`config.mk`:
```
export PLATFORM = sky130hd
export DESIGN_NAME = map_blit_top
export DESIGN_NICKNAME = d
export VERILOG_FILES = /design/src/map_blit_pkg.sv /design/src/blit_ctrl_if.sv /design/src/map_blit_top.sv /design/src/pixel_path.sv /design/src/pixel_counter.sv /design/src/blit_fsm.sv /design/src/apb_blit_regs.sv
export SDC_FILE = /design/constraint.sdc
export NUM_CORES = 1
export LEC_CHECK = 0
export ABC_AREA = 1
export BUFFER_PORTS_ARGS = -buffer_cell sky130_fd_sc_hd__buf_2
export CAP_MARGIN = 20
export CELL_PAD_IN_SITES_DETAIL_PLACEMENT = 0
export CELL_PAD_IN_SITES_GLOBAL_PLACEMENT = 1
export CORE_MARGIN = 1.5
export CORE_UTILIZATION = 35
export CTS_BUF_LIST = sky130_fd_sc_hd__clkbuf_16
export CTS_CLUSTER_DIAMETER = 30
export DETAILED_ROUTE_END_ITERATION = 7
export MAX_ROUTING_LAYER = met4
export PLACE_DENSITY_LB_ADDON = 0.1
export SLEW_MARGIN = 15
export SYNTH_ARGS = -nofsm -noshare
export SYNTH_HDL_FRONTEND = slang
export SYNTH_HIERARCHICAL = 1
export SYNTH_SLANG_ARGS = --single-unit
```
`constraint.sdc`:
```
create_clock -name clk -period 3.66 [get_ports clk]
set_input_delay 0.366 -clock clk [delete_from_list [all_inputs] [get_ports clk]]
set_output_delay 0.366 -clock clk [all_outputs]
set_load 0.05 [all_outputs]
```
`src/map_blit_pkg.sv`:
```
package map_blit_pkg;

	localparam int ADDR_W     = 19;
	localparam int PIX_W      = 32;
	localparam int CNT_W      = 19;
	localparam int APB_ADDR_W = 8;
	localparam int APB_DATA_W = 32;

	typedef logic [ADDR_W-1:0]     pix_addr_t;   // Wraps modulo 2^19.
	typedef logic [PIX_W-1:0]      pixel_t;
	typedef logic [CNT_W-1:0]      pix_count_t;
	typedef logic [APB_ADDR_W-1:0] apb_addr_t;
	typedef logic [APB_DATA_W-1:0] apb_data_t;

	// Register map.
	localparam apb_addr_t REG_CTRL      = 8'h00;
	localparam apb_addr_t REG_STATUS    = 8'h04;
	localparam apb_addr_t REG_SRC_BASE  = 8'h08;
	localparam apb_addr_t REG_DST_BASE  = 8'h0C;
	localparam apb_addr_t REG_PIX_COUNT = 8'h10;

	localparam int CTRL_START_BIT  = 0;
	localparam int STATUS_BUSY_BIT = 0;
	localparam int STATUS_DONE_BIT = 1;   // Write 1 to clear.

	typedef enum logic [1:0] {
		ST_IDLE,
		ST_READ_PIXEL,
		ST_WRITE_PIXEL,
		ST_FINISH
	} blit_state_t;

endpackage
```
`src/blit_ctrl_if.sv`:
```
`timescale 1ns/100ps

interface blit_ctrl_if;

	logic                     start;       // One-cycle pulse.
	map_blit_pkg::pix_addr_t  src_base;
	map_blit_pkg::pix_addr_t  dst_base;
	map_blit_pkg::pix_count_t pix_count;
	logic                     busy;
	logic                     done_pulse;  // High in ST_FINISH.

	modport regs (
		output start, src_base, dst_base, pix_count,
		input  busy, done_pulse
	);

	modport engine (
		input  start, src_base, dst_base, pix_count,
		output busy, done_pulse
	);

endinterface

```
`src/map_blit_top.sv`:
```
`timescale 1ns/100ps

module map_blit_top (
	input  logic                    clk,
	input  logic                    rst_n,
	input  logic                    psel,
	input  logic                    penable,
	input  logic                    pwrite,
	input  map_blit_pkg::apb_addr_t paddr,
	input  map_blit_pkg::apb_data_t pwdata,
	output map_blit_pkg::apb_data_t prdata,
	output logic                    pready,
	output logic                    pslverr,
	output logic                    irq,
	output logic                    map_re,
	output map_blit_pkg::pix_addr_t map_addr,
	input  map_blit_pkg::pixel_t    map_rdata,
	input  logic                    map_rdy,
	output logic                    frame_we,
	output map_blit_pkg::pix_addr_t frame_addr,
	output map_blit_pkg::pixel_t    frame_data,
	input  logic                    frame_rdy
);

	logic load;
	logic capture;
	logic step;
	logic last;

	blit_ctrl_if ctrl_if ();

	apb_blit_regs apb_blit_regs_i (
		.clk     (clk),
		.rst_n   (rst_n),
		.psel    (psel),
		.penable (penable),
		.pwrite  (pwrite),
		.paddr   (paddr),
		.pwdata  (pwdata),
		.prdata  (prdata),
		.pready  (pready),
		.pslverr (pslverr),
		.irq     (irq),
		.ctrl    (ctrl_if.regs)
	);

	blit_fsm blit_fsm_i (
		.clk       (clk),
		.rst_n     (rst_n),
		.ctrl      (ctrl_if.engine),
		.map_rdy   (map_rdy),
		.frame_rdy (frame_rdy),
		.last      (last),
		.map_re    (map_re),
		.frame_we  (frame_we),
		.load      (load),
		.capture   (capture),
		.step      (step)
	);

	pixel_counter pixel_counter_i (
		.clk   (clk),
		.rst_n (rst_n),
		.load  (load),
		.step  (step),
		.count (ctrl_if.pix_count),
		.last  (last)
	);

	pixel_path pixel_path_i (
		.clk        (clk),
		.rst_n      (rst_n),
		.load       (load),
		.capture    (capture),
		.step       (step),
		.src_base   (ctrl_if.src_base),
		.dst_base   (ctrl_if.dst_base),
		.rdata      (map_rdata),
		.map_addr   (map_addr),
		.frame_addr (frame_addr),
		.frame_data (frame_data)
	);

endmodule

```
`src/pixel_path.sv`:
```
`timescale 1ns/100ps

module pixel_path (
	input  logic                    clk,
	input  logic                    rst_n,
	input  logic                    load,
	input  logic                    capture,
	input  logic                    step,
	input  map_blit_pkg::pix_addr_t src_base,
	input  map_blit_pkg::pix_addr_t dst_base,
	input  map_blit_pkg::pixel_t    rdata,
	output map_blit_pkg::pix_addr_t map_addr,
	output map_blit_pkg::pix_addr_t frame_addr,
	output map_blit_pkg::pixel_t    frame_data
);

	map_blit_pkg::pix_addr_t src_addr;
	map_blit_pkg::pix_addr_t dst_addr;
	map_blit_pkg::pixel_t    pix_data;

	// Both counters wrap at 2^19.
	always_ff @(posedge clk or negedge rst_n) begin
		if (!rst_n) begin
			src_addr <= '0;
			dst_addr <= '0;
		end else if (load) begin
			src_addr <= src_base;
			dst_addr <= dst_base;
		end else if (step) begin
			src_addr <= src_addr + 1'b1;
			dst_addr <= dst_addr + 1'b1;
		end
	end

	always_ff @(posedge clk) begin
		if (capture)
			pix_data <= rdata;   // Held until the write completes.
	end

	assign map_addr   = src_addr;
	assign frame_addr = dst_addr;
	assign frame_data = pix_data;

endmodule

```
`src/pixel_counter.sv`:
```
`timescale 1ns/100ps

module pixel_counter (
	input  logic                     clk,
	input  logic                     rst_n,
	input  logic                     load,
	input  logic                     step,
	input  map_blit_pkg::pix_count_t count,
	output logic                     last
);

	map_blit_pkg::pix_count_t remaining;

	always_ff @(posedge clk or negedge rst_n) begin
		if (!rst_n)
			remaining <= '0;
		else if (load)
			remaining <= count;
		else if (step)
			remaining <= remaining - 1'b1;
	end

	// One pixel left means this write ends the run.
	assign last = (remaining == map_blit_pkg::pix_count_t'(1));

	a_no_underflow: assert property (
		@(posedge clk) disable iff (!rst_n)
		step |-> (remaining != '0)
	) else $error("step with no pixels remaining");

endmodule

```
`src/blit_fsm.sv`:
```
`timescale 1ns/100ps

module blit_fsm (
	input  logic        clk,
	input  logic        rst_n,
	blit_ctrl_if.engine ctrl,
	input  logic        map_rdy,
	input  logic        frame_rdy,
	input  logic        last,
	output logic        map_re,
	output logic        frame_we,
	output logic        load,
	output logic        capture,
	output logic        step
);

	map_blit_pkg::blit_state_t state;
	map_blit_pkg::blit_state_t nxt_state;

	always_ff @(posedge clk or negedge rst_n) begin
		if (!rst_n)
			state <= map_blit_pkg::ST_IDLE;
		else
			state <= nxt_state;
	end

	always_comb begin
		nxt_state = state;
		case (state)
			map_blit_pkg::ST_IDLE: begin
				if (ctrl.start) begin
					if (ctrl.pix_count == '0)
						nxt_state = map_blit_pkg::ST_FINISH;   // Empty run.
					else
						nxt_state = map_blit_pkg::ST_READ_PIXEL;
				end
			end
			map_blit_pkg::ST_READ_PIXEL: begin
				if (map_rdy)
					nxt_state = map_blit_pkg::ST_WRITE_PIXEL;
			end
			map_blit_pkg::ST_WRITE_PIXEL: begin
				if (frame_rdy) begin
					if (last)
						nxt_state = map_blit_pkg::ST_FINISH;
					else
						nxt_state = map_blit_pkg::ST_READ_PIXEL;
				end
			end
			map_blit_pkg::ST_FINISH: nxt_state = map_blit_pkg::ST_IDLE;
			default: nxt_state = map_blit_pkg::ST_IDLE;
		endcase
	end

	// Requests come straight from the state and hold under back-pressure.
	assign map_re   = (state == map_blit_pkg::ST_READ_PIXEL);
	assign frame_we = (state == map_blit_pkg::ST_WRITE_PIXEL);

	assign load    = (state == map_blit_pkg::ST_IDLE) && ctrl.start;
	assign capture = map_re && map_rdy;
	assign step    = frame_we && frame_rdy;

	assign ctrl.busy       = (state != map_blit_pkg::ST_IDLE);
	assign ctrl.done_pulse = (state == map_blit_pkg::ST_FINISH);

	a_one_request: assert property (
		@(posedge clk) disable iff (!rst_n)
		!(map_re && frame_we)
	) else $error("map_re and frame_we high together");

	a_write_held: assert property (
		@(posedge clk) disable iff (!rst_n)
		frame_we && !frame_rdy |=> frame_we
	) else $error("frame_we dropped before frame_rdy");

endmodule

```
`src/apb_blit_regs.sv`:
```
`timescale 1ns/100ps

module apb_blit_regs (
	input  logic                    clk,
	input  logic                    rst_n,
	input  logic                    psel,
	input  logic                    penable,
	input  logic                    pwrite,
	input  map_blit_pkg::apb_addr_t paddr,
	input  map_blit_pkg::apb_data_t pwdata,
	output map_blit_pkg::apb_data_t prdata,
	output logic                    pready,
	output logic                    pslverr,
	output logic                    irq,
	blit_ctrl_if.regs               ctrl
);

	logic                     access;
	logic                     wr_en;
	logic                     addr_hit;
	logic                     start_wr;
	logic                     done_clr;
	logic                     done;
	map_blit_pkg::pix_addr_t  src_base;
	map_blit_pkg::pix_addr_t  dst_base;
	map_blit_pkg::pix_count_t pix_count;

	assign access = psel && penable;
	assign wr_en  = access && pwrite;

	assign start_wr = wr_en && (paddr == map_blit_pkg::REG_CTRL) &&
		pwdata[map_blit_pkg::CTRL_START_BIT];
	assign done_clr = wr_en && (paddr == map_blit_pkg::REG_STATUS) &&
		pwdata[map_blit_pkg::STATUS_DONE_BIT];

	// Read mux and offset decode.
	always_comb begin
		addr_hit = 1'b1;
		prdata   = '0;
		case (paddr)
			map_blit_pkg::REG_CTRL: prdata = '0;   // Write-only.
			map_blit_pkg::REG_STATUS: begin
				prdata[map_blit_pkg::STATUS_BUSY_BIT] = ctrl.busy;
				prdata[map_blit_pkg::STATUS_DONE_BIT] = done;
			end
			map_blit_pkg::REG_SRC_BASE:  prdata = map_blit_pkg::apb_data_t'(src_base);
			map_blit_pkg::REG_DST_BASE:  prdata = map_blit_pkg::apb_data_t'(dst_base);
			map_blit_pkg::REG_PIX_COUNT: prdata = map_blit_pkg::apb_data_t'(pix_count);
			default: addr_hit = 1'b0;
		endcase
	end

	assign pready  = 1'b1;   // Zero wait states.
	assign pslverr = access && !addr_hit;

	always_ff @(posedge clk or negedge rst_n) begin
		if (!rst_n) begin
			src_base  <= '0;
			dst_base  <= '0;
			pix_count <= '0;
		end else if (wr_en) begin
			case (paddr)
				map_blit_pkg::REG_SRC_BASE:
					src_base <= pwdata[map_blit_pkg::ADDR_W-1:0];
				map_blit_pkg::REG_DST_BASE:
					dst_base <= pwdata[map_blit_pkg::ADDR_W-1:0];
				map_blit_pkg::REG_PIX_COUNT:
					pix_count <= pwdata[map_blit_pkg::CNT_W-1:0];
				default: ;
			endcase
		end
	end

	// Start is dropped while a run is in progress.
	always_ff @(posedge clk or negedge rst_n) begin
		if (!rst_n)
			ctrl.start <= 1'b0;
		else
			ctrl.start <= start_wr && !ctrl.busy;
	end

	always_ff @(posedge clk or negedge rst_n) begin
		if (!rst_n)
			done <= 1'b0;
		else if (ctrl.done_pulse)
			done <= 1'b1;   // Set beats clear.
		else if (done_clr)
			done <= 1'b0;
	end

	assign irq = done;

	assign ctrl.src_base  = src_base;
	assign ctrl.dst_base  = dst_base;
	assign ctrl.pix_count = pix_count;

	// A start must never reach the engine once busy has risen.
	a_no_start_when_busy: assert property (
		@(posedge clk) disable iff (!rst_n)
		!(ctrl.start && ctrl.busy)
	) else $error("start pulse while engine busy");

endmodule

```
* Word level (Yosys, flattened, before mapping)
Cells that the tools add are included.
Storage, ports and cells: logic and storage cells 65, output and inout bits 107, flip-flop bits (word level) 150
Operators by class: add/subtract/negate cells 3, eq/ne operators 11, multiplexer cells 17, reductions and logical operators 24
Operators by type and width (number):
- 19-bit two-way mux | 6
- 17-bit one-hot mux with 3 select lines | 1
- 19-bit by 1-bit adder with 19-bit output, second input constant | 2
- 19-bit by 1-bit equality test with 1-bit output, second input constant | 1
- 19-bit zero test | 1
- 19-bit by 1-bit subtractor with 19-bit output, second input constant | 1
- 8-bit by 4-bit equality test with 1-bit output, second input constant | 2
- 2-bit one-hot mux with 4 select lines | 2
- 1-bit logical AND | 11
- 2-bit two-way mux | 5
- 8-bit by 3-bit equality test with 1-bit output, second input constant | 1
- 8-bit by 5-bit equality test with 1-bit output, second input constant | 1
- 8-bit zero test | 1
- 2-bit inequality test, second input constant | 3
- 2-bit AND reduction | 3
- 2-bit nonzero test | 3
- 5-bit OR reduction | 1
- 2-bit equality test, second input constant | 2
- 1-bit two-way mux | 3
- 3-bit AND reduction | 1
- 2-bit by 1-bit equality test with 1-bit output, second input constant | 1
- 1-bit zero test | 2
- 2-bit zero test | 1

* Logic depth before layout (Yosys ltp)
depth in word-level cells 6, depth in mapped cells 11, depth with buffers taken out 10

* Modules after synthesis
The synthesis kept the hierarchy.
Modules (own cells, without submodules):
- pixel_path | cells an instance 393, instances 1, area an instance 3534.6 µm²
- apb_blit_regs | cells an instance 351, instances 1, area an instance 2927.8 µm²
- pixel_counter | cells an instance 182, instances 1, area an instance 1336.3 µm²
- blit_fsm | cells an instance 44, instances 1, area an instance 236.5 µm²

* Worst setup path after synthesis
Ideal clock, no wire load.
path kind register to register, from register blit_fsm_i.state[0], to register pixel_path_i.pix_data[0] (netlist: pixel_path_i/frame_data[0]), enable pin, arrival time 2.724 ns, slack 0.475 ns, stages on the path, launching flop included 3, setup time 0.461 ns, buffers on the path 0, required time 3.199 ns, path through dfrtp_1 -> inv_2 -> nor3_1
Between the ends: cells in the longest elaborated chain, start to end 2
Ends and longest elaborated chain:
- start, declared | RTL line blit_fsm.sv:17 | map_blit_pkg::blit_state_t state;
- start signal, assigned | RTL line blit_fsm.sv:22 | state <= map_blit_pkg::ST_IDLE;
- start signal, assigned | RTL line blit_fsm.sv:24 | state <= nxt_state;
- 2-bit by 1-bit equality test with 1-bit output | RTL line blit_fsm.sv:56 | assign map_re = (state == map_blit_pkg::ST_READ_PIXEL);
- 1-bit logical AND | RTL line blit_fsm.sv:60 | assign capture = map_re && map_rdy;
- named net capture | RTL line map_blit_top.sv:26 | logic capture;
- end signal, assigned | RTL line pixel_path.sv:37 | pix_data <= rdata;
- end, declared | RTL line pixel_path.sv:19 | map_blit_pkg::pixel_t pix_data;
The timed path passes the listed nets, and every way through them passes these cells. A chain may end at the register's enable or synchronous reset.

* Final worst setup path
from register blit_fsm_i.state[1], to register pixel_counter_i.remaining[1]
Between the ends: cells in the longest elaborated chain, start to end 3, elaborated cells between the ends (all ways) 6
Ends and longest elaborated chain:
- 2-bit equality test | RTL line blit_fsm.sv:57 | assign frame_we = (state == map_blit_pkg::ST_WRITE_PIXEL);
- 1-bit logical AND | RTL line blit_fsm.sv:61 | assign step = frame_we && frame_rdy;
- named net step | RTL line map_blit_top.sv:27 | logic step;
- 2-bit nonzero test (no line)
- end signal, assigned | RTL line pixel_counter.sv:18 | remaining <= count;
- end signal, assigned | RTL line pixel_counter.sv:20 | remaining <= remaining - 1'b1;
- end, declared | RTL line pixel_counter.sv:12 | map_blit_pkg::pix_count_t remaining;
The timed path passes the listed nets, and every way through them passes these cells.

==> key figures <==
Run status
  – Status: complete, no violations

Setup path
  – Req. time, crit path: 3.99 ns
  – CP max FO: 13
  – Reg-to-reg slack, setup: 1.15 ns
  – Worst setup EP type: flip-flop
  – R2R cell count: 6
  – Crit Reg-Reg Startpoint: blit_fsm_i/state[1]
  – Critical path type: flip-flop to flip-flop
  – Critical Path Start Type: flip-flop
  – RR Endpoint: pixel_counter_i/remaining[1]
  – Arr. time, crit path: 2.84 ns
  – Worst Setup SP: blit_fsm_i/state[1]

Min path
  – HP Class: primary input to asynchronous set/reset pin

Yosys
  – Synth warn: 6
  – Syn avg cell area: 8.28 µm²
  – Most frequent cells after synthesis: nand2_1, dfrtp_1, nor2_1, inv_1, nand3_1
  – Sequential fraction of the synthesis area: 0.487
  – Largest cells by area after synthesis: dfrtp_1, nand2_1, edfxtp_1
  – Post-synth top area share: 0.367
  – Area of the mapped netlist: 8040 µm²
  – Post-synth top area cell: dfrtp_1
  – FFs w/ async S/R, synth: 0.787
  – #FFs+latches synth: 150
  – Most frequent cell after synthesis: nand2_1
  – Synth Instances: 970
  – Distinct cells, synth: 39
  – EDFF count, synth: 32
  – Dominant synthesized flop cell: dfrtp_1

Timing
  – Final setup fails: 0
  – Crit path time final: 2.51 ns
  – Fin Clk Skew: 0.0106 ns
  – TNS Setup: 0 ns
  – Tcrit/Tclk final: 0.685
  – Final hold vios: 0
  – Tightest Pin Transition: 0.936 ns
  – RSZ-0062 raised after global routing: false
  – Max-slew violation count: 0
  – Slew margin rel.: 0.375
  – Fin worst setup slack: 1.15 ns
  – Max Clock Freq: 399 MHz

Floorplanning
  – Die span in x: 155 µm
  – Core Area: 22600 µm²
  – Ports: 186
  – Die area: 23900 µm²
  – Row cnt: 55
  – Starting Density: 0.356
  – Die Y: 155 µm

CTS
  – CTS tree: done
  – Htree depth: 4
  – Setup Buffers After CTS: 0
  – CTS clock-pin slew for the worst setup and hold paths: 0.07 ns
  – Clock sink total: 150
  – Clk root buf: clkbuf_16
  – CTS resizes: 0
  – Post-CTS Hold Fix Bufs: 0
  – Total CTS buffers: 17
  – Worst-Skew Late Latency: 0.42 ns
  – Clock buffer depth: 2

Final layout
  – Synth-to-layout area growth: 19.2%
  – Antenna diodes: 0
  – Final Core Density: 0.424
  – Final Instance Area: 9580 µm²
  – Layout Nets: 1207
  – Layout cells sized above 1: 0.259

Place
  – Gpl congestion: 0.844
  – Area after DPL: 9000 µm²
  – Hpwl dp: 16900 µm
  – Pre-CTS setup slack: 1.10 ns
  – Port Buffers: 158

GRT
  – GR Util met3: 0.0317
  – Initial antenna violation count: 0
  – GR Util met2: 0.318
  – Largest net degree at the start of global routing: 59
  – Busiest grt layer: met2
  – Number of global-route vias before repair: 6417
  – First-pass GRT wire length: 36200 µm
  – Met1 usage: 0.276
  – Gr usage total: 0.203
  – Global route total overflow: 0

Drt
  – Remaining DRCs: 0
  – Vias/cell: 4.80
  – Pre-Repair DR Iteration Count: 5
  – Drt wl/cell: 16.2 µm
  – Via count: 6820
  – DRT iter0 DRCs: 426
  – DRT Wirelength: 23000 µm
  – Final ANT Viol Nets: 0

Power
  – P per Cell Area: 648 nW/µm²
  – P_leak: 4.60 nW
  – Peak supply drop: 259 µV

Job
  – Number of max-cap violations: 0
==> kinds of logic after synthesis <==
family                     share of synthesized area
adders and majority gates                    0.00623
AOI/OAI and AO/OA                              0.126
buffers and inverters                         0.0814
other                                       0.000935
and+or+nand+nor                                0.284
xor gates and xnor gates                      0.0142
DFF                                            0.487
==> sequential cells by signal (all words and copies together), names as in the netlist, 2 cells and up <==
signal,count
blit_fsm_i/state,2
apb_blit_regs_i/ctrl.src_base,19
pixel_counter_i/remaining,19
pixel_path_i/frame_addr,19
pixel_path_i/map_addr,19
apb_blit_regs_i/ctrl.pix_count,19
apb_blit_regs_i/ctrl.dst_base,19
pixel_path_i/frame_data,32
==> metrics by stage <==
step	power, mW	hold WS (ns)	instances
after floorplan	3.97	0.0704	982
after global placement	4.49	0.489	1390
after detailed placement	4.50	0.497	1390
after CTS	6.27	0.0488	1422
after global routing	6.58	0.0847	1422
final	6.21	0.0173	1422
==> area by class of cell <==
class,instances,area [µm²]
flip-flops and latches,150,3910
repair buffers,169,888
multi-input cells,702,3520
clock buffers,17,425
fillers,2376,13000
clock inverters,15,155
well taps,285,357
inverters,84,315
==> cells in the final DEF (no fill, tap or decap), types with 7 or more instances in the layout <==
master	synthesis	final
edfxtp_1	32	32
o21bai_1	7	7
conb_1	2	14
clkbuf_16	0	17
nor2_4	12	13
nand2_2	14	14
nand2_1	307	307
buf_2	8	157
nand3_1	70	70
o21ai_1	32	32
dfrtp_1	118	118
o211ai_1	7	7
a21oi_1	10	10
nor2_2	22	22
inv_2	10	10
inv_1	74	76
o21ai_0	25	25
nor2_1	75	74
buf_4	23	11
a22oi_1	35	35
o21ai_2	31	31
xor2_1	8	8
==> worst max-delay path by stage <==
| stage | endpoint | slack, ns | depth (start not counted) |
|---|---|---|---|
| floorplan | pixel_path_i/frame_data[0] | 0.48 | 2 |
| global placement | pixel_counter_i/remaining[2] | 1.14 | 6 |
| detailed placement | pixel_counter_i/remaining[3] | 1.10 | 6 |
| CTS | pixel_counter_i/remaining[2] | 1.08 | 6 |
| global route | pixel_counter_i/remaining[2] | 0.99 | 6 |
| finish | pixel_counter_i/remaining[1] | 1.15 | 6 |
==> per-layer routing <==
layer | wire (µm) | share of wire
met5 | 0 | 0
met4 | 239 | 0.010
met3 | 1140 | 0.050
met2 | 10400 | 0.45
met1 | 11200 | 0.49
==> worst max-delay path, stage by stage, from the launching register on <==
cell and delay (ns):
dfrtp_1 0.45, inv_2 0.07, nor3_1 0.64, inv_1 0.21, nor2_2 0.55, inv_1 0.27, o221ai_1 0.22
==> power breakdown <==
| part | switching, mW | internal (mW) | total [mW] | leakage (nW) |
|---|---|---|---|---|
| Clock | 0.736 | 1.01 | 1.74 | 0.274 |
| Combinational | 1.56 | 0.580 | 2.14 | 2.44 |
| Sequential | 0.323 | 2.00 | 2.32 | 1.89 |
Power figures use the tool's default switching activity.
